`config.mk`:
```
export PLATFORM = sky130hd
export DESIGN_NAME = wb_app_bridge_flat
export DESIGN_NICKNAME = d
export VERILOG_FILES = /design/src/ddr_pkg.sv /design/src/app_if.sv /design/src/wb_app_bridge.sv /design/src/flat_wrapper.sv
export SDC_FILE = /design/constraint.sdc
export NUM_CORES = 1
export LEC_CHECK = 0
export ABC_AREA = 0
export BUFFER_PORTS_ARGS = -buffer_cell sky130_fd_sc_hd__buf_2
export CORE_AREA = 2 2 118 120
export DETAILED_ROUTE_END_ITERATION = 7
export DIE_AREA = 0 0 120 122
export GPL_ROUTABILITY_DRIVEN = 0
export MAX_ROUTING_LAYER = met4
export PLACE_DENSITY = 0.71
export SLEW_MARGIN = 20
export SYNTH_ARGS = -nofsm -noshare
export SYNTH_HDL_FRONTEND = slang
export SYNTH_SLANG_ARGS = --single-unit
export TNS_END_PERCENT = 50
```
`constraint.sdc`:
```
create_clock -name c0_ddr4_clk -period 4.15 [get_ports c0_ddr4_clk]
set_clock_uncertainty 0.05 [all_clocks]
set_input_delay 0.415 -clock c0_ddr4_clk [delete_from_list [all_inputs] [get_ports c0_ddr4_clk]]
set_output_delay 0.415 -clock c0_ddr4_clk [all_outputs]
set_load 0.02 [all_outputs]
```
`src/ddr_pkg.sv`:
```
// Shared types and constants for the DDR4 user-clock subsystem
// Data path is one 64-bit word per command with no bursts
// Application mask is active high: a set bit keeps the byte unchanged
// Wishbone select is active high: a set bit writes the byte
package ddr_pkg;

  //**************************************************
  // Data path widths
  //**************************************************
  localparam int DATA_W = 64;
  localparam int BYTES  = DATA_W / 8;

  // One memory word, same on host and application side
  typedef logic [DATA_W-1:0] data_t;

  // Application byte mask, set bit means byte is not written
  typedef logic [BYTES-1:0] mask_t;

  // Wishbone byte select, set bit means byte is written
  typedef logic [BYTES-1:0] sel_t;

  //**************************************************
  // Application command codes
  //**************************************************
  typedef logic [2:0] app_cmd_t;

  localparam app_cmd_t CMD_WRITE = 3'd0;
  localparam app_cmd_t CMD_READ  = 3'd1;

  //**************************************************
  // Self-test pattern
  //**************************************************
  // Word i holds its zero-extended word address XOR this key
  localparam data_t SELFTEST_KEY = 64'ha5c3_96e1_0f5a_d27b;

endpackage

```
`src/app_if.sv`:
```
// Memory-controller application port, single word per command
// Write data travels with its command; there is no separate wdf_rdy
// The controller side must always accept read return data
`timescale 1ns/1ps

interface app_if import ddr_pkg::*; #(
  parameter int ADDR_W = 10
) ();

  // Command channel
  logic [ADDR_W-1:0] addr;
  app_cmd_t          cmd;
  logic              en;
  logic              rdy;

  // Write data, valid with the command
  data_t             wdf_data;
  mask_t             wdf_mask;
  logic              wdf_wren;

  // Read return, in order
  data_t             rd_data;
  logic              rd_data_valid;

  modport controller (
    output addr, cmd, en, wdf_data, wdf_mask, wdf_wren,
    input  rdy, rd_data, rd_data_valid
  );

  modport memory (
    input  addr, cmd, en, wdf_data, wdf_mask, wdf_wren,
    output rdy, rd_data, rd_data_valid
  );

endinterface

```
`src/wb_app_bridge.sv`:
```
// Wishbone classic slave to application command bridge
// One outstanding transfer; the host must hold its signals until ack
// Ack is a single cycle and the host drops stb in the next cycle
// Read data on wb_dat_o is only meaningful while wb_ack_o is high
`timescale 1ns/1ps

module wb_app_bridge import ddr_pkg::*; #(
  parameter int ADDR_W = 10
) (
  input  logic              c0_ddr4_clk,
  input  logic              reset_i,
  input  logic              wb_cyc_i,
  input  logic              wb_stb_i,
  input  logic              wb_we_i,
  input  logic [ADDR_W-1:0] wb_adr_i,
  input  data_t             wb_dat_i,
  input  sel_t              wb_sel_i,
  output data_t             wb_dat_o,
  output logic              wb_ack_o,
  app_if.controller         app
);

  typedef enum logic [1:0] {
    IDLE,
    ISSUE,
    WAIT_RD,
    ACK
  } state_t;

  state_t            state_q;
  logic              req;
  logic              accept;

  // Latched host request
  logic [ADDR_W-1:0] addr_q;
  app_cmd_t          cmd_q;
  data_t             wdata_q;
  mask_t             mask_q;
  data_t             rdata_q;

  assign req    = wb_cyc_i && wb_stb_i;
  assign accept = app.en && app.rdy;

  //**************************************************
  // Transfer FSM
  //**************************************************
  always_ff @(posedge c0_ddr4_clk) begin
    if (reset_i) begin
      state_q <= IDLE;
    end else begin
      case (state_q)
        IDLE: begin
          if (req) state_q <= ISSUE;
        end
        ISSUE: begin
          // Writes complete on acceptance, reads wait for return data
          if (accept) begin
            if (cmd_q == CMD_WRITE) state_q <= ACK;
            else                    state_q <= WAIT_RD;
          end
        end
        WAIT_RD: begin
          if (app.rd_data_valid) state_q <= ACK;
        end
        ACK:     state_q <= IDLE;
        default: state_q <= IDLE;
      endcase
    end
  end

  // Request and read data capture
  always_ff @(posedge c0_ddr4_clk) begin
    if (state_q == IDLE && req) begin
      addr_q  <= wb_adr_i;
      cmd_q   <= wb_we_i ? CMD_WRITE : CMD_READ;
      wdata_q <= wb_dat_i;
      // Mask bits mark the bytes to leave unchanged
      mask_q  <= ~wb_sel_i;
    end
    if (state_q == WAIT_RD && app.rd_data_valid) begin
      rdata_q <= app.rd_data;
    end
  end

  //**************************************************
  // Application side
  //**************************************************
  // en stays high through back-pressure until accepted
  assign app.en       = (state_q == ISSUE);
  assign app.addr     = addr_q;
  assign app.cmd      = cmd_q;
  assign app.wdf_data = wdata_q;
  assign app.wdf_mask = mask_q;
  assign app.wdf_wren = (state_q == ISSUE) && (cmd_q == CMD_WRITE);

  // Host side
  assign wb_ack_o = (state_q == ACK);
  assign wb_dat_o = rdata_q;

endmodule

```
`src/flat_wrapper.sv`:
```
// flat-port wrapper written by rule: the top's interface ports become plain ports
module wb_app_bridge_flat import ddr_pkg::*;
#(
  parameter int ADDR_W = 10
)
  (c0_ddr4_clk, reset_i, wb_cyc_i, wb_stb_i, wb_we_i, wb_adr_i, wb_dat_i, wb_sel_i, wb_dat_o, wb_ack_o, app_addr, app_cmd, app_en, app_wdf_data, app_wdf_mask, app_wdf_wren, app_rdy, app_rd_data, app_rd_data_valid);
  app_if #(.ADDR_W(ADDR_W)) app_i ();
  input  logic c0_ddr4_clk;
  input  logic reset_i;
  input  logic wb_cyc_i;
  input  logic wb_stb_i;
  input  logic wb_we_i;
  input  logic [ADDR_W-1:0] wb_adr_i;
  input  data_t wb_dat_i;
  input  sel_t wb_sel_i;
  output data_t wb_dat_o;
  output logic wb_ack_o;
  output wire logic [$bits(app_i.addr)-1:0] app_addr;
  output wire logic [$bits(app_i.cmd)-1:0] app_cmd;
  output wire logic [$bits(app_i.en)-1:0] app_en;
  output wire logic [$bits(app_i.wdf_data)-1:0] app_wdf_data;
  output wire logic [$bits(app_i.wdf_mask)-1:0] app_wdf_mask;
  output wire logic [$bits(app_i.wdf_wren)-1:0] app_wdf_wren;
  input wire logic [$bits(app_i.rdy)-1:0] app_rdy;
  input wire logic [$bits(app_i.rd_data)-1:0] app_rd_data;
  input wire logic [$bits(app_i.rd_data_valid)-1:0] app_rd_data_valid;
  assign app_addr = app_i.addr;
  assign app_cmd = app_i.cmd;
  assign app_en = app_i.en;
  assign app_wdf_data = app_i.wdf_data;
  assign app_wdf_mask = app_i.wdf_mask;
  assign app_wdf_wren = app_i.wdf_wren;
  assign app_i.rdy = app_rdy;
  assign app_i.rd_data = app_rd_data;
  assign app_i.rd_data_valid = app_rd_data_valid;
  wb_app_bridge #(.ADDR_W(ADDR_W)) u_core (.c0_ddr4_clk(c0_ddr4_clk), .reset_i(reset_i), .wb_cyc_i(wb_cyc_i), .wb_stb_i(wb_stb_i), .wb_we_i(wb_we_i), .wb_adr_i(wb_adr_i), .wb_dat_i(wb_dat_i), .wb_sel_i(wb_sel_i), .wb_dat_o(wb_dat_o), .wb_ack_o(wb_ack_o), .app(app_i));
endmodule
```
==> summary by stage <==
Timing
For the pin with the worst max-slew slack, the measured transition is 652 ps. The setup total negative slack is 0 ps. The highest clock rate is 458 MHz. The clock period minus final worst setup slack is 2180 ps. The worst slew margin relative to its limit is 56.5%. Setup repair after global routing left no endpoint under its margin.

The final count of hold timing violations came to 0. Setup violations remaining at the end of the flow were counted as 0. The total count of max-transition violations in the final report is 0. Dividing the final minimum period by the clock period gives 52.6%.

Route
Using the TritonRoute via totals, the vias-per-cell ratio works out to 4.18. For this block, the via count after detailed routing is 2909. In the final routed layout, each cell accounts on average for 14.9 microns. The pre-antenna-repair detailed-routing pass consisted of 4 iterations. For this run, design rule violations remaining after detail routing come to 0. In this run the remaining antenna-violating nets after routing total 0.

The final layout contains routed wiring with a total length of 10400 microns. For this block, the initial DRC count from the detailed router was 164.

Yosys
Yosys printed 0 warnings. After synthesis, the cell types taking the most area are sky130_fd_sc_hd__edfxtp_1 94%, sky130_fd_sc_hd__ha_1 1.3%, sky130_fd_sc_hd__inv_1 1.0%. In the synthesized netlist, the cells that appear most often are 147 x sky130_fd_sc_hd__edfxtp_1, 13 x sky130_fd_sc_hd__inv_1, 5 x sky130_fd_sc_hd__ha_1. The mapped cell area is 4680 sq um. After synthesis the netlist holds a flip-flop and latch count of 149. The share of synthesized registers carrying an async set or reset is 0%. The number of enable-type register cells in the synthesized netlist is 147. Of all cell types, the one taking the most synthesized area is sky130_fd_sc_hd__edfxtp_1. The top-area cell type share of the netlist area is 94.4%. The per-instance average area after synthesis is 25.8 sq um. After synthesis, flip-flops and latches occupy 95.2% of the total area. The number of distinct library cells after synthesis is 15.

The dominant register cell in the synthesized netlist is sky130_fd_sc_hd__edfxtp_1. The leading cell type by number of instances after synthesis is sky130_fd_sc_hd__edfxtp_1. The post-synthesis instance total is 181.

CTS
The number of gates resized after CTS was 0. The number of clock sinks is 149. Clock-pin slew was measured on the worst setup and hold paths at 60 ps. The hold-fix buffer count after cts is 0. Once the clock tree was built, the setup fixing pass inserted 0 buffers. The cell at the root of the clock tree is sky130_fd_sc_hd__clkbuf_16. The longest clock path from root to sink contains 2 buffers.

In this run, CTS created clock tree buffers numbering 17. The TritonCTS clock tree is done. The latest clock arrival within the worst-skew pair is 410 ps. The clock tree synthesis step divided the H-tree into 4 levels.

Worst setup path
The endpoint class of the critical path is a flop. The worst register-to-register path begins at u_core.state_q[0]. STA puts the critical path data arrival time at 2210 ps. In this run the worst path has a maximum fanout of 50.

The first element of the critical path is u_core.state_q[0]. In this run the critical register-to-register path is captured at u_core.app.wdf_data[62]. Data on the critical path is required at its endpoint by 4180 ps. Among all stages on the critical path, the largest delay is contributed by sky130_fd_sc_hd__and3_4. On the worst path, the slowest cell contributes a delay of 610 ps. The signal on the critical path passes through inv_1 -> ha_1 -> and3_4 -> buf_4. In this run the worst setup path terminates at u_core.app.wdf_data[62].

The type of the setup path with the least slack is flop to flop. The number of cells on the worst reg-to-reg path is 4. The kind of start point of the critical path is a flop. The worst-case register-to-register setup slack is 1970 ps.

Global routing
The met2 usage in global routing is 21.3%. The via count of the first global-routing pass came to 2943. The met3 usage in global routing is 5.34%. Across every metal layer, demand over resource in global routing totals 14.2%. The first-pass GRT wire length is 14700 microns.

The number of antenna violations at the first check in global routing came to 0. The global-route congestion overflow total is 0. Global routing consumed, on the met1 layer, 17.1% of the routing resources. After global routing, the most crowded layer is met2. The largest net degree at the start of global routing is 51.

Hold path
In this run the most critical hold path is launched from app_rd_data[36]. In this run the worst hold path is classified as primary input to flop.

Finish
The number of antenna cells inserted is 0. The fraction of layout instances using a drive strength above 1 is 64.5%. The count of non-filler cells in the finished layout is 696.

Cells fill 51.7% of the core in the end. The synthesis-to-finish area growth is 49.2%. In the final design database the tool counted 662 nets.

Floorplan
The die height is 122 microns. The floorplan has 43 rows. The die covers 14600 sq um.

The top-level I/O count is 305. The horizontal extent of the die is 120 microns. The initial core utilization is 34.6%. The total area inside the core boundary comes to 13500 sq um.

Place
Port buffering added 302 buffers. The half-perimeter wire length of the detailed placement result is 7950 microns. After detailed placement, the design holds a cell count of 665.

Power and ir drop
Across the VDD grid, the largest voltage drop is 0.000304 V. Summed over all cells, the static leakage comes to 2.98 nW. Total power for the finished layout comes to 3.94 mW. Dividing total power by cell area gives a power density of 564 nW/um^2.

Run
The number of maximum-capacitance violations is 0.

Run status
The run finished with clean final reports.
-- critical path, delay by kind of cell, from the launching register on --
| kind | cells | cell delay (ps) |
|---|---|---|
| flops | 1 | 360 |
| simple gates | 1 | 610 |
| buf+inv | 2 | 570 |
| fa+ha+maj | 1 | 210 |
-- sequential cells by signal, summed over array words and instances, names as in the netlist --
| register | cells |
|---|---|
| u_core.app.cmd | 1 |
| u_core.wb_dat_o | 64 |
| u_core.app.wdf_data | 64 |
| u_core.app.wdf_mask | 8 |
| u_core.app.addr | 10 |
| u_core.state_q | 2 |
-- power by group --
group          switching (mW)  internal, mW  total [mW]
Sequential             0.0469          1.87        1.92
Combinational           0.408         0.194       0.601
Clock                   0.548         0.869        1.42
Total                    1.00          2.93        3.94
-- worst min-delay path by stage --
| stage | end | slack (ps) | depth (start not counted) |
|---|---|---|---|
| global route | u_core.app.addr[1] | 100 | 1 |
| CTS | u_core.wb_dat_o[36] | 100 | 1 |
| detailed placement | u_core.state_q[1] | 480 | 2 |
| floorplan | u_core.state_q[0] | 430 | 1 |
| global placement | u_core.state_q[1] | 460 | 2 |
| finish | u_core.wb_dat_o[36] | 130 | 1 |
-- metal layers --
layer / part of all wire, % / up-vias
met5: 0 / -
met4: 1.5 / 0
met3: 9.5 / 11
met2: 49 / 188
met1: 40 / 1360
li1: - / 1350
-- logic make-up (layout without fill, tap and decap cells) --
family	after synthesis	after routing	synth area share [%]
compound gates	4	4	0.883
fa+ha+maj	5	5	1.34
buf+inv	15	349	1.36
flops	149	149	95.2
mux	2	2	0.428
other cells	1	2	0.0802
simple gates	5	5	0.696
-- layout by cell type (no fill, tap or decap), drive strengths merged --
master and n:
dfxtp 2, ha 5, inv 13, a221o 1
buf 305, and3 1, a221oi 2, and2 1
nor2b 1, nand2b 2, bufinv 2, conb 2
clkbuf 19, clkinv 8, mux2i 2, a21boi 1
edfxtp 147, clkinvlp 2
-- area by class of cell --
type                    instances  area, sq um
repair buffers                305         1530
fillers                      1121         6530
well taps                     180          225
multi-input cells              18          170
clock buffers                  19          433
flip-flops and latches        149         4450
inverters                      13         48.8
clock inverters                12          114
-- stage by stage --
stage / hold WS, ps / area (sq um) / worst slack [ps]
2_1_floorplan: 431 / 4680 / 1520
3_3_place_gp: 460 / 6430 / 1900
3_5_place_dp: 478 / 6430 / 1820
4_1_cts: 105 / 6980 / 1810
5_1_grt: 98.6 / 6980 / 1800
6_report: 125 / 6980 / 1970
Power figures use the tool's default switching activity.
