[src/ddr_pkg.sv]
// Shared types and constants for the DDR4 user-clock subsystem
// Data path is one 64-bit word per command with no bursts
// Application mask is active high: a set bit keeps the byte unchanged
// Wishbone select is active high: a set bit writes the byte
package ddr_pkg;

  //**************************************************
  // Data path widths
  //**************************************************
  localparam int DATA_W = 64;
  localparam int BYTES  = DATA_W / 8;

  // One memory word, same on host and application side
  typedef logic [DATA_W-1:0] data_t;

  // Application byte mask, set bit means byte is not written
  typedef logic [BYTES-1:0] mask_t;

  // Wishbone byte select, set bit means byte is written
  typedef logic [BYTES-1:0] sel_t;

  //**************************************************
  // Application command codes
  //**************************************************
  typedef logic [2:0] app_cmd_t;

  localparam app_cmd_t CMD_WRITE = 3'd0;
  localparam app_cmd_t CMD_READ  = 3'd1;

  //**************************************************
  // Self-test pattern
  //**************************************************
  // Word i holds its zero-extended word address XOR this key
  localparam data_t SELFTEST_KEY = 64'ha5c3_96e1_0f5a_d27b;

endpackage

[src/app_if.sv]
// Memory-controller application port, single word per command
// Write data travels with its command; there is no separate wdf_rdy
// The controller side must always accept read return data
`timescale 1ns/1ps

interface app_if import ddr_pkg::*; #(
  parameter int ADDR_W = 10
) ();

  // Command channel
  logic [ADDR_W-1:0] addr;
  app_cmd_t          cmd;
  logic              en;
  logic              rdy;

  // Write data, valid with the command
  data_t             wdf_data;
  mask_t             wdf_mask;
  logic              wdf_wren;

  // Read return, in order
  data_t             rd_data;
  logic              rd_data_valid;

  modport controller (
    output addr, cmd, en, wdf_data, wdf_mask, wdf_wren,
    input  rdy, rd_data, rd_data_valid
  );

  modport memory (
    input  addr, cmd, en, wdf_data, wdf_mask, wdf_wren,
    output rdy, rd_data, rd_data_valid
  );

endinterface

[src/ddr_selftest.sv]
// In-line power-up memory test between host bridge and controller
// Writes SELFTEST_WORDS words from address 0 after calibration, then
// reads them back; word i is its address XOR SELFTEST_KEY
// Host traffic is held off until done, then passes straight through
// Compare error is sticky until reset
`timescale 1ns/1ps

module ddr_selftest import ddr_pkg::*; #(
  parameter int ADDR_W         = 10,
  parameter int SELFTEST_WORDS = 16
) (
  input  logic      c0_ddr4_clk,
  input  logic      reset_i,
  input  logic      calib_complete_i,
  app_if.memory     up,
  app_if.controller dn,
  output logic      selftest_done_o,
  output logic      compare_error_o
);

  localparam int CNT_W = $clog2(SELFTEST_WORDS + 1);
  localparam logic [CNT_W-1:0] LAST_IDX = CNT_W'(SELFTEST_WORDS - 1);

  typedef enum logic [2:0] {
    WAIT_CAL,
    WRITE,
    READ,
    DRAIN,
    PASS
  } state_t;

  state_t            state_q;
  logic [CNT_W-1:0]  iss_cnt_q;
  logic [CNT_W-1:0]  ret_cnt_q;
  logic [ADDR_W-1:0] iss_addr;
  logic [ADDR_W-1:0] ret_addr;
  logic              sel_host;
  logic              st_accept;
  logic              st_return;
  logic              err_q;

  function automatic data_t st_pattern(input logic [ADDR_W-1:0] a);
    return data_t'(a) ^ SELFTEST_KEY;
  endfunction

  assign iss_addr  = ADDR_W'(iss_cnt_q);
  assign ret_addr  = ADDR_W'(ret_cnt_q);
  assign sel_host  = (state_q == PASS);
  assign st_accept = !sel_host && dn.en && dn.rdy;
  assign st_return = !sel_host && dn.rd_data_valid;

  //**************************************************
  // Test sequencer
  //**************************************************
  always_ff @(posedge c0_ddr4_clk) begin
    if (reset_i) begin
      state_q   <= WAIT_CAL;
      iss_cnt_q <= '0;
    end else begin
      case (state_q)
        WAIT_CAL: begin
          if (calib_complete_i) state_q <= WRITE;
        end
        WRITE, READ: begin
          if (st_accept) begin
            if (iss_cnt_q == LAST_IDX) begin
              iss_cnt_q <= '0;
              state_q   <= (state_q == WRITE) ? READ : DRAIN;
            end else begin
              iss_cnt_q <= iss_cnt_q + 1'b1;
            end
          end
        end
        DRAIN: begin
          // Switch over right after the last word is back
          if (st_return && ret_cnt_q == LAST_IDX) state_q <= PASS;
        end
        PASS:    state_q <= PASS;
        default: state_q <= WAIT_CAL;
      endcase
    end
  end

  // Return side runs on its own index, reads may overlap
  always_ff @(posedge c0_ddr4_clk) begin
    if (reset_i) begin
      ret_cnt_q <= '0;
      err_q     <= 1'b0;
    end else if (st_return) begin
      ret_cnt_q <= ret_cnt_q + 1'b1;
      if (dn.rd_data != st_pattern(ret_addr)) err_q <= 1'b1;
    end
  end

  //**************************************************
  // Downstream multiplexer
  //**************************************************
  always_comb begin
    if (sel_host) begin
      dn.addr     = up.addr;
      dn.cmd      = up.cmd;
      dn.en       = up.en;
      dn.wdf_data = up.wdf_data;
      dn.wdf_mask = up.wdf_mask;
      dn.wdf_wren = up.wdf_wren;
    end else begin
      dn.addr     = iss_addr;
      dn.cmd      = (state_q == WRITE) ? CMD_WRITE : CMD_READ;
      dn.en       = (state_q == WRITE) || (state_q == READ);
      dn.wdf_data = st_pattern(iss_addr);
      dn.wdf_mask = '0;
      dn.wdf_wren = (state_q == WRITE);
    end
  end

  // Upstream sees a stalled, silent port until the test is over
  assign up.rdy           = sel_host && dn.rdy;
  assign up.rd_data       = dn.rd_data;
  assign up.rd_data_valid = sel_host && dn.rd_data_valid;

  assign selftest_done_o = sel_host;
  assign compare_error_o = err_q;

endmodule

[src/flat_wrapper.sv]
// flat-port wrapper written by rule: the top's interface ports become plain ports
module ddr_selftest_flat import ddr_pkg::*;
#(
  parameter int ADDR_W         = 10,
  parameter int SELFTEST_WORDS = 16
)
  (c0_ddr4_clk, reset_i, calib_complete_i, selftest_done_o, compare_error_o, up_addr, up_cmd, up_en, up_wdf_data, up_wdf_mask, up_wdf_wren, up_rdy, up_rd_data, up_rd_data_valid, dn_addr, dn_cmd, dn_en, dn_wdf_data, dn_wdf_mask, dn_wdf_wren, dn_rdy, dn_rd_data, dn_rd_data_valid);
  app_if #(.ADDR_W(ADDR_W)) up_i ();
  app_if #(.ADDR_W(ADDR_W)) dn_i ();
  input  logic c0_ddr4_clk;
  input  logic reset_i;
  input  logic calib_complete_i;
  output logic selftest_done_o;
  output logic compare_error_o;
  input wire logic [$bits(up_i.addr)-1:0] up_addr;
  input wire logic [$bits(up_i.cmd)-1:0] up_cmd;
  input wire logic [$bits(up_i.en)-1:0] up_en;
  input wire logic [$bits(up_i.wdf_data)-1:0] up_wdf_data;
  input wire logic [$bits(up_i.wdf_mask)-1:0] up_wdf_mask;
  input wire logic [$bits(up_i.wdf_wren)-1:0] up_wdf_wren;
  output wire logic [$bits(up_i.rdy)-1:0] up_rdy;
  output wire logic [$bits(up_i.rd_data)-1:0] up_rd_data;
  output wire logic [$bits(up_i.rd_data_valid)-1:0] up_rd_data_valid;
  output wire logic [$bits(dn_i.addr)-1:0] dn_addr;
  output wire logic [$bits(dn_i.cmd)-1:0] dn_cmd;
  output wire logic [$bits(dn_i.en)-1:0] dn_en;
  output wire logic [$bits(dn_i.wdf_data)-1:0] dn_wdf_data;
  output wire logic [$bits(dn_i.wdf_mask)-1:0] dn_wdf_mask;
  output wire logic [$bits(dn_i.wdf_wren)-1:0] dn_wdf_wren;
  input wire logic [$bits(dn_i.rdy)-1:0] dn_rdy;
  input wire logic [$bits(dn_i.rd_data)-1:0] dn_rd_data;
  input wire logic [$bits(dn_i.rd_data_valid)-1:0] dn_rd_data_valid;
  assign up_i.addr = up_addr;
  assign up_i.cmd = up_cmd;
  assign up_i.en = up_en;
  assign up_i.wdf_data = up_wdf_data;
  assign up_i.wdf_mask = up_wdf_mask;
  assign up_i.wdf_wren = up_wdf_wren;
  assign up_rdy = up_i.rdy;
  assign up_rd_data = up_i.rd_data;
  assign up_rd_data_valid = up_i.rd_data_valid;
  assign dn_addr = dn_i.addr;
  assign dn_cmd = dn_i.cmd;
  assign dn_en = dn_i.en;
  assign dn_wdf_data = dn_i.wdf_data;
  assign dn_wdf_mask = dn_i.wdf_mask;
  assign dn_wdf_wren = dn_i.wdf_wren;
  assign dn_i.rdy = dn_rdy;
  assign dn_i.rd_data = dn_rd_data;
  assign dn_i.rd_data_valid = dn_rd_data_valid;
  ddr_selftest #(.ADDR_W(ADDR_W), .SELFTEST_WORDS(SELFTEST_WORDS)) u_core (.c0_ddr4_clk(c0_ddr4_clk), .reset_i(reset_i), .calib_complete_i(calib_complete_i), .up(up_i), .dn(dn_i), .selftest_done_o(selftest_done_o), .compare_error_o(compare_error_o));
endmodule
[config.mk]
export PLATFORM = sky130hd
export DESIGN_NAME = ddr_selftest_flat
export DESIGN_NICKNAME = d
export VERILOG_FILES = /design/src/ddr_pkg.sv /design/src/app_if.sv /design/src/ddr_selftest.sv /design/src/flat_wrapper.sv
export SDC_FILE = /design/constraint.sdc
export NUM_CORES = 1
export LEC_CHECK = 0
export BUFFER_PORTS_ARGS = -buffer_cell sky130_fd_sc_hd__buf_2
export CELL_PAD_IN_SITES_DETAIL_PLACEMENT = 1
export CELL_PAD_IN_SITES_GLOBAL_PLACEMENT = 1
export CORE_AREA = 3 3 121 123
export CTS_CLUSTER_DIAMETER = 100
export DETAILED_ROUTE_END_ITERATION = 12
export DIE_AREA = 0 0 124 126
export PLACE_DENSITY_LB_ADDON = 0.1
export SETUP_SLACK_MARGIN = 0.15
export SYNTH_ARGS = -nofsm -noshare
export SYNTH_HDL_FRONTEND = slang
export SYNTH_SLANG_ARGS = --single-unit
[constraint.sdc]
create_clock -name c0_ddr4_clk -period 1.5 [get_ports c0_ddr4_clk]
set_input_delay 0 -clock c0_ddr4_clk [delete_from_list [all_inputs] [get_ports c0_ddr4_clk]]
set_output_delay 0 -clock c0_ddr4_clk [all_outputs]
set_load 0.02 [all_outputs]
==> metrics.log <==
INFO  metric outcome = finished with violations
INFO  metric violated_checks = negative setup slack
INFO  metric multiInputGateArea = 1580 sq um
INFO  metric design.final.nets = 711
INFO  metric ant_nets = 0
INFO  metric post-route-min-period = 1.64 ns
INFO  metric setup_repair_after_global_routing_missed_its_margin = true
INFO  metric syn_inst = 282
INFO  metric critical_path_peak_fanout = 7
INFO  metric synth_async_sr_flop_share = 0%
INFO  metric max_cap_viol_count = 0
INFO  metric fmax = 610 MHz
INFO  metric cts-root-buf = sky130_fd_sc_hd__clkbuf_16
INFO  metric power.clock.fraction = 35.7%
INFO  metric final_cell_count_no_fill = 732
INFO  metric avgRoutedWirePerCell = 16.1 um
INFO  metric dp.final_hpwl = 9260 um
INFO  metric ys_ff_latch = 14
INFO  metric routabilityCongestion = 0.783
INFO  metric timing.max_slew.rel_slack = 74.3%
INFO  metric design.core.area = 13,800 sq um
INFO  metric layout-drive-gt1-share = 82.2%
INFO  metric top_level_ports = 311
INFO  metric placed_cells = 709
INFO  metric p_seq_share = 24.8%
INFO  metric timing.final.hold_violations = 0
INFO  metric placementRows = 43
INFO  metric fillCellCount = 1,667
INFO  metric vias_after_detailed_routing = 2,970
INFO  metric clkSlewWorstSetupHoldPaths = 0.05 ns
INFO  metric end_kind = output pin
INFO  metric drtPass1Iterations = 2
INFO  metric grt_pass1_wl = 15,900 um
INFO  metric die_height = 126 um
INFO  metric cp.required = 1.50 ns
INFO  metric synth.yosys.seq_area_share = 13.7%
INFO  metric grt_antenna_before_repair = 0
INFO  metric timing_worst_slew_pin_value = 0.386 ns
INFO  metric synth_nets = 441
INFO  metric average_size_of_a_mapped_cell = 7.28 sq um
INFO  metric cts-buffers-inserted = 3
INFO  metric cp-start-kind = register
INFO  metric detail_route.iter0.violations = 28
INFO  metric grt-ovfl-total = 0
INFO  metric synthDistinctLibCells = 42
INFO  metric combinationalPowerShare = 39.4%
INFO  metric power_report.internal_total = 1.10 mW
INFO  metric die-area = 15,600 sq um
INFO  metric setup_viol = 91
INFO  metric cts_tree = yes
INFO  metric final.setup.worst_slack = -0.138 ns
INFO  metric clock_sinks = 14
INFO  metric flow.area_growth_from_synthesis = 132%
INFO  metric placement.io_buffers = 310
INFO  metric ys.flop_type = sky130_fd_sc_hd__dfxtp_1
INFO  metric finalHoldWorstSlack = 0.131 ns
INFO  metric final-seq-area = 287 sq um
INFO  metric floorplan.die.width = 124 um
INFO  metric p_per_area = 340 nW/um^2
INFO  metric final.setup_skew = 0.00422 ns
INFO  metric route.detailed.drc = 0
INFO  metric p_sw_share = 32.1%
INFO  metric peakVddDrop = 235 uV
INFO  metric tcrit_tclk_final = 109%
INFO  metric setup.worst_path.class = register to output pin
INFO  metric timing_max_transition_violations_final = 0
INFO  metric fin_util = 34.5%
INFO  metric yosys_warnings = 0
INFO  metric grt_start_max_net_pins = 27
INFO  metric synth.cell_area = 2050 sq um
INFO  metric number_of_flops_mapped_to_enable_cells_by_yosys = 0
INFO  metric htree_levels = 1
INFO  metric grt_pass1_vias = 3,150
INFO  metric setup_tns = -8.44 ns
INFO  metric critPathArrivalTime = 1.64 ns
INFO  metric total_switching_power = 518 uW
INFO  metric drt_wl_total = 11,800 um
INFO  metric hold_path_class = primary input to register
INFO  metric floorplan.initialDensity = 14.9%
INFO  metric p_leak = 2.41 nW
INFO  metric detail_route.vias_per_cell = 4.06
INFO  metric insertion_delay = 0.25 ns
INFO  metric clock_path_buffers = 2
INFO  metric groute.usage.overall = 12.8%
worst max-delay path, stage by stage, from the launching register on:
cell                        delay (ns)
sky130_fd_sc_hd__dfxtp_2          0.32
sky130_fd_sc_hd__or3b_4           0.50
sky130_fd_sc_hd__clkbuf_16        0.21
sky130_fd_sc_hd__or2_4            0.23
sky130_fd_sc_hd__buf_6            0.13
state kept, by name, summed over array words and instances, names as in the netlist:
signal,flops
u_core.state_q,3
u_core.compare_error_o,1
u_core.ret_cnt_q,5
u_core.iss_cnt_q,5
path summary, 6_finish.rpt:
path | from | to | slack (ns) | depth (start not counted)
setup / recovery | u_core.state_q[0] | dn_wdf_data[58] | -0.14 | 4
hold / removal | reset_i | u_core.ret_cnt_q[3] | 0.13 | 2
setup reg to reg | u_core.state_q[1] | u_core.ret_cnt_q[3] | -0.04 | 6
hold reg to reg | u_core.iss_cnt_q[4] | u_core.iss_cnt_q[4] | 0.52 | 2
timing repair:
item | CTS | global route
hold buffers | 0 | 0
gates resized for setup | 147 | 145
setup endpoints to repair | 96 | 103
pin swaps | 27 | 25
gates cloned | 3 | 6
buffers inserted | 5 | 4
stage by stage:
| step | setup WS (ns) | power, mW | cell area [sq um] |
|---|---|---|---|
| finish | -0.138 | 1.61 | 4750 |
| CTS | -0.194 | 1.60 | 4130 |
| detailed placement | 0.0272 | 0.987 | 3450 |
| floorplan | 0.123 | 0.760 | 2110 |
| global route | -0.185 | 1.70 | 4750 |
| global placement | 0.0585 | 0.980 | 3450 |
synthesized netlist by cell type, types with 2 or more instances:
cell type / count / share of area, %
sky130_fd_sc_hd__nor4bb_1: 6 / 2.9
sky130_fd_sc_hd__clkbuf_2: 4 / 0.98
sky130_fd_sc_hd__buf_6: 3 / 1.6
sky130_fd_sc_hd__a311oi_1: 2 / 0.85
sky130_fd_sc_hd__xor2_1: 7 / 3.0
sky130_fd_sc_hd__nand4_1: 6 / 1.8
sky130_fd_sc_hd__nor4_1: 2 / 0.61
sky130_fd_sc_hd__dfxtp_1: 14 / 14
sky130_fd_sc_hd__or2_1: 16 / 4.9
sky130_fd_sc_hd__nor3_1: 4 / 0.98
sky130_fd_sc_hd__nor2b_1: 3 / 0.91
sky130_fd_sc_hd__or2_2: 15 / 4.6
sky130_fd_sc_hd__xnor2_1: 3 / 1.3
sky130_fd_sc_hd__and2_1: 45 / 14
sky130_fd_sc_hd__clkbuf_1: 5 / 0.91
sky130_fd_sc_hd__a21oi_1: 10 / 2.4
sky130_fd_sc_hd__o21a_1: 4 / 1.5
sky130_fd_sc_hd__and3_1: 3 / 0.91
sky130_fd_sc_hd__mux2i_1: 2 / 0.98
sky130_fd_sc_hd__inv_1: 3 / 0.55
sky130_fd_sc_hd__nor2_1: 11 / 2.0
sky130_fd_sc_hd__nand2_1: 21 / 3.8
sky130_fd_sc_hd__nor4b_1: 3 / 1.3
sky130_fd_sc_hd__and4b_1: 3 / 1.5
sky130_fd_sc_hd__nand3_1: 3 / 0.73
sky130_fd_sc_hd__ha_1: 3 / 1.8
sky130_fd_sc_hd__buf_4: 66 / 24
layout by cell type, fill, tap and decap left out, types with 3 or more instances in the layout:
cell type                   instances
sky130_fd_sc_hd__nor4bb_1           6
sky130_fd_sc_hd__buf_12             3
sky130_fd_sc_hd__dfxtp_1            9
sky130_fd_sc_hd__nor3_2             3
sky130_fd_sc_hd__buf_2            221
sky130_fd_sc_hd__or2_1              5
sky130_fd_sc_hd__nand4_1            6
sky130_fd_sc_hd__nand2_4            4
sky130_fd_sc_hd__or2_4             26
sky130_fd_sc_hd__dfxtp_2            5
sky130_fd_sc_hd__buf_16             3
sky130_fd_sc_hd__and4b_1            3
sky130_fd_sc_hd__buf_6             91
sky130_fd_sc_hd__inv_1              3
sky130_fd_sc_hd__nand2_2            6
sky130_fd_sc_hd__xor2_1             7
sky130_fd_sc_hd__nand2_1           11
sky130_fd_sc_hd__clkbuf_16          7
sky130_fd_sc_hd__buf_4             19
sky130_fd_sc_hd__and2_1            11
sky130_fd_sc_hd__and2_4            33
sky130_fd_sc_hd__nor2_1             9
sky130_fd_sc_hd__a21oi_1            4
sky130_fd_sc_hd__a21oi_2            5
final cells by class:
| cell class | count | area share (%) |
|---|---|---|
| multi-input cells | 186 | 33.2 |
| diodes | 1 | 0.0526 |
| inverters | 4 | 0.579 |
| well taps | 180 | 4.74 |
| clock buffers | 4 | 1.87 |
| repair buffers | 343 | 53.6 |
| flip-flops and latches | 14 | 6.03 |
power by group through the flow:
stage               combinational (mW)  sequential (mW)  clock (mW)
floorplan                        0.352            0.408           0
global placement                 0.577            0.403           0
global route                     0.690            0.403       0.605
finish                           0.637            0.401       0.577
detailed placement               0.583            0.404           0
CTS                              0.613            0.399       0.586
cells by family (layout without fill, tap and decap cells):
logic type	after synthesis	in the layout	synth area share (%)
xor gates and xnor gates	10	10	4.27
DFF	14	14	13.7
muxes	2	2	0.975
adders and majority gates	3	3	1.83
other	0	1	0
and+or+nand+nor	147	148	43.3
buffers and inverters	83	351	28.6
AOI/OAI and AO/OA	23	23	7.31
per-layer routing:
layer,global-route usage (%),wire (um),vias to the layer above
li1,-,-,1419
met1,13.0,4140,1385
met2,25.9,6580,159
met3,2.69,978,7
met4,2.45,95,0
met5,0,0,-
(Power assumes the default switching activity.)
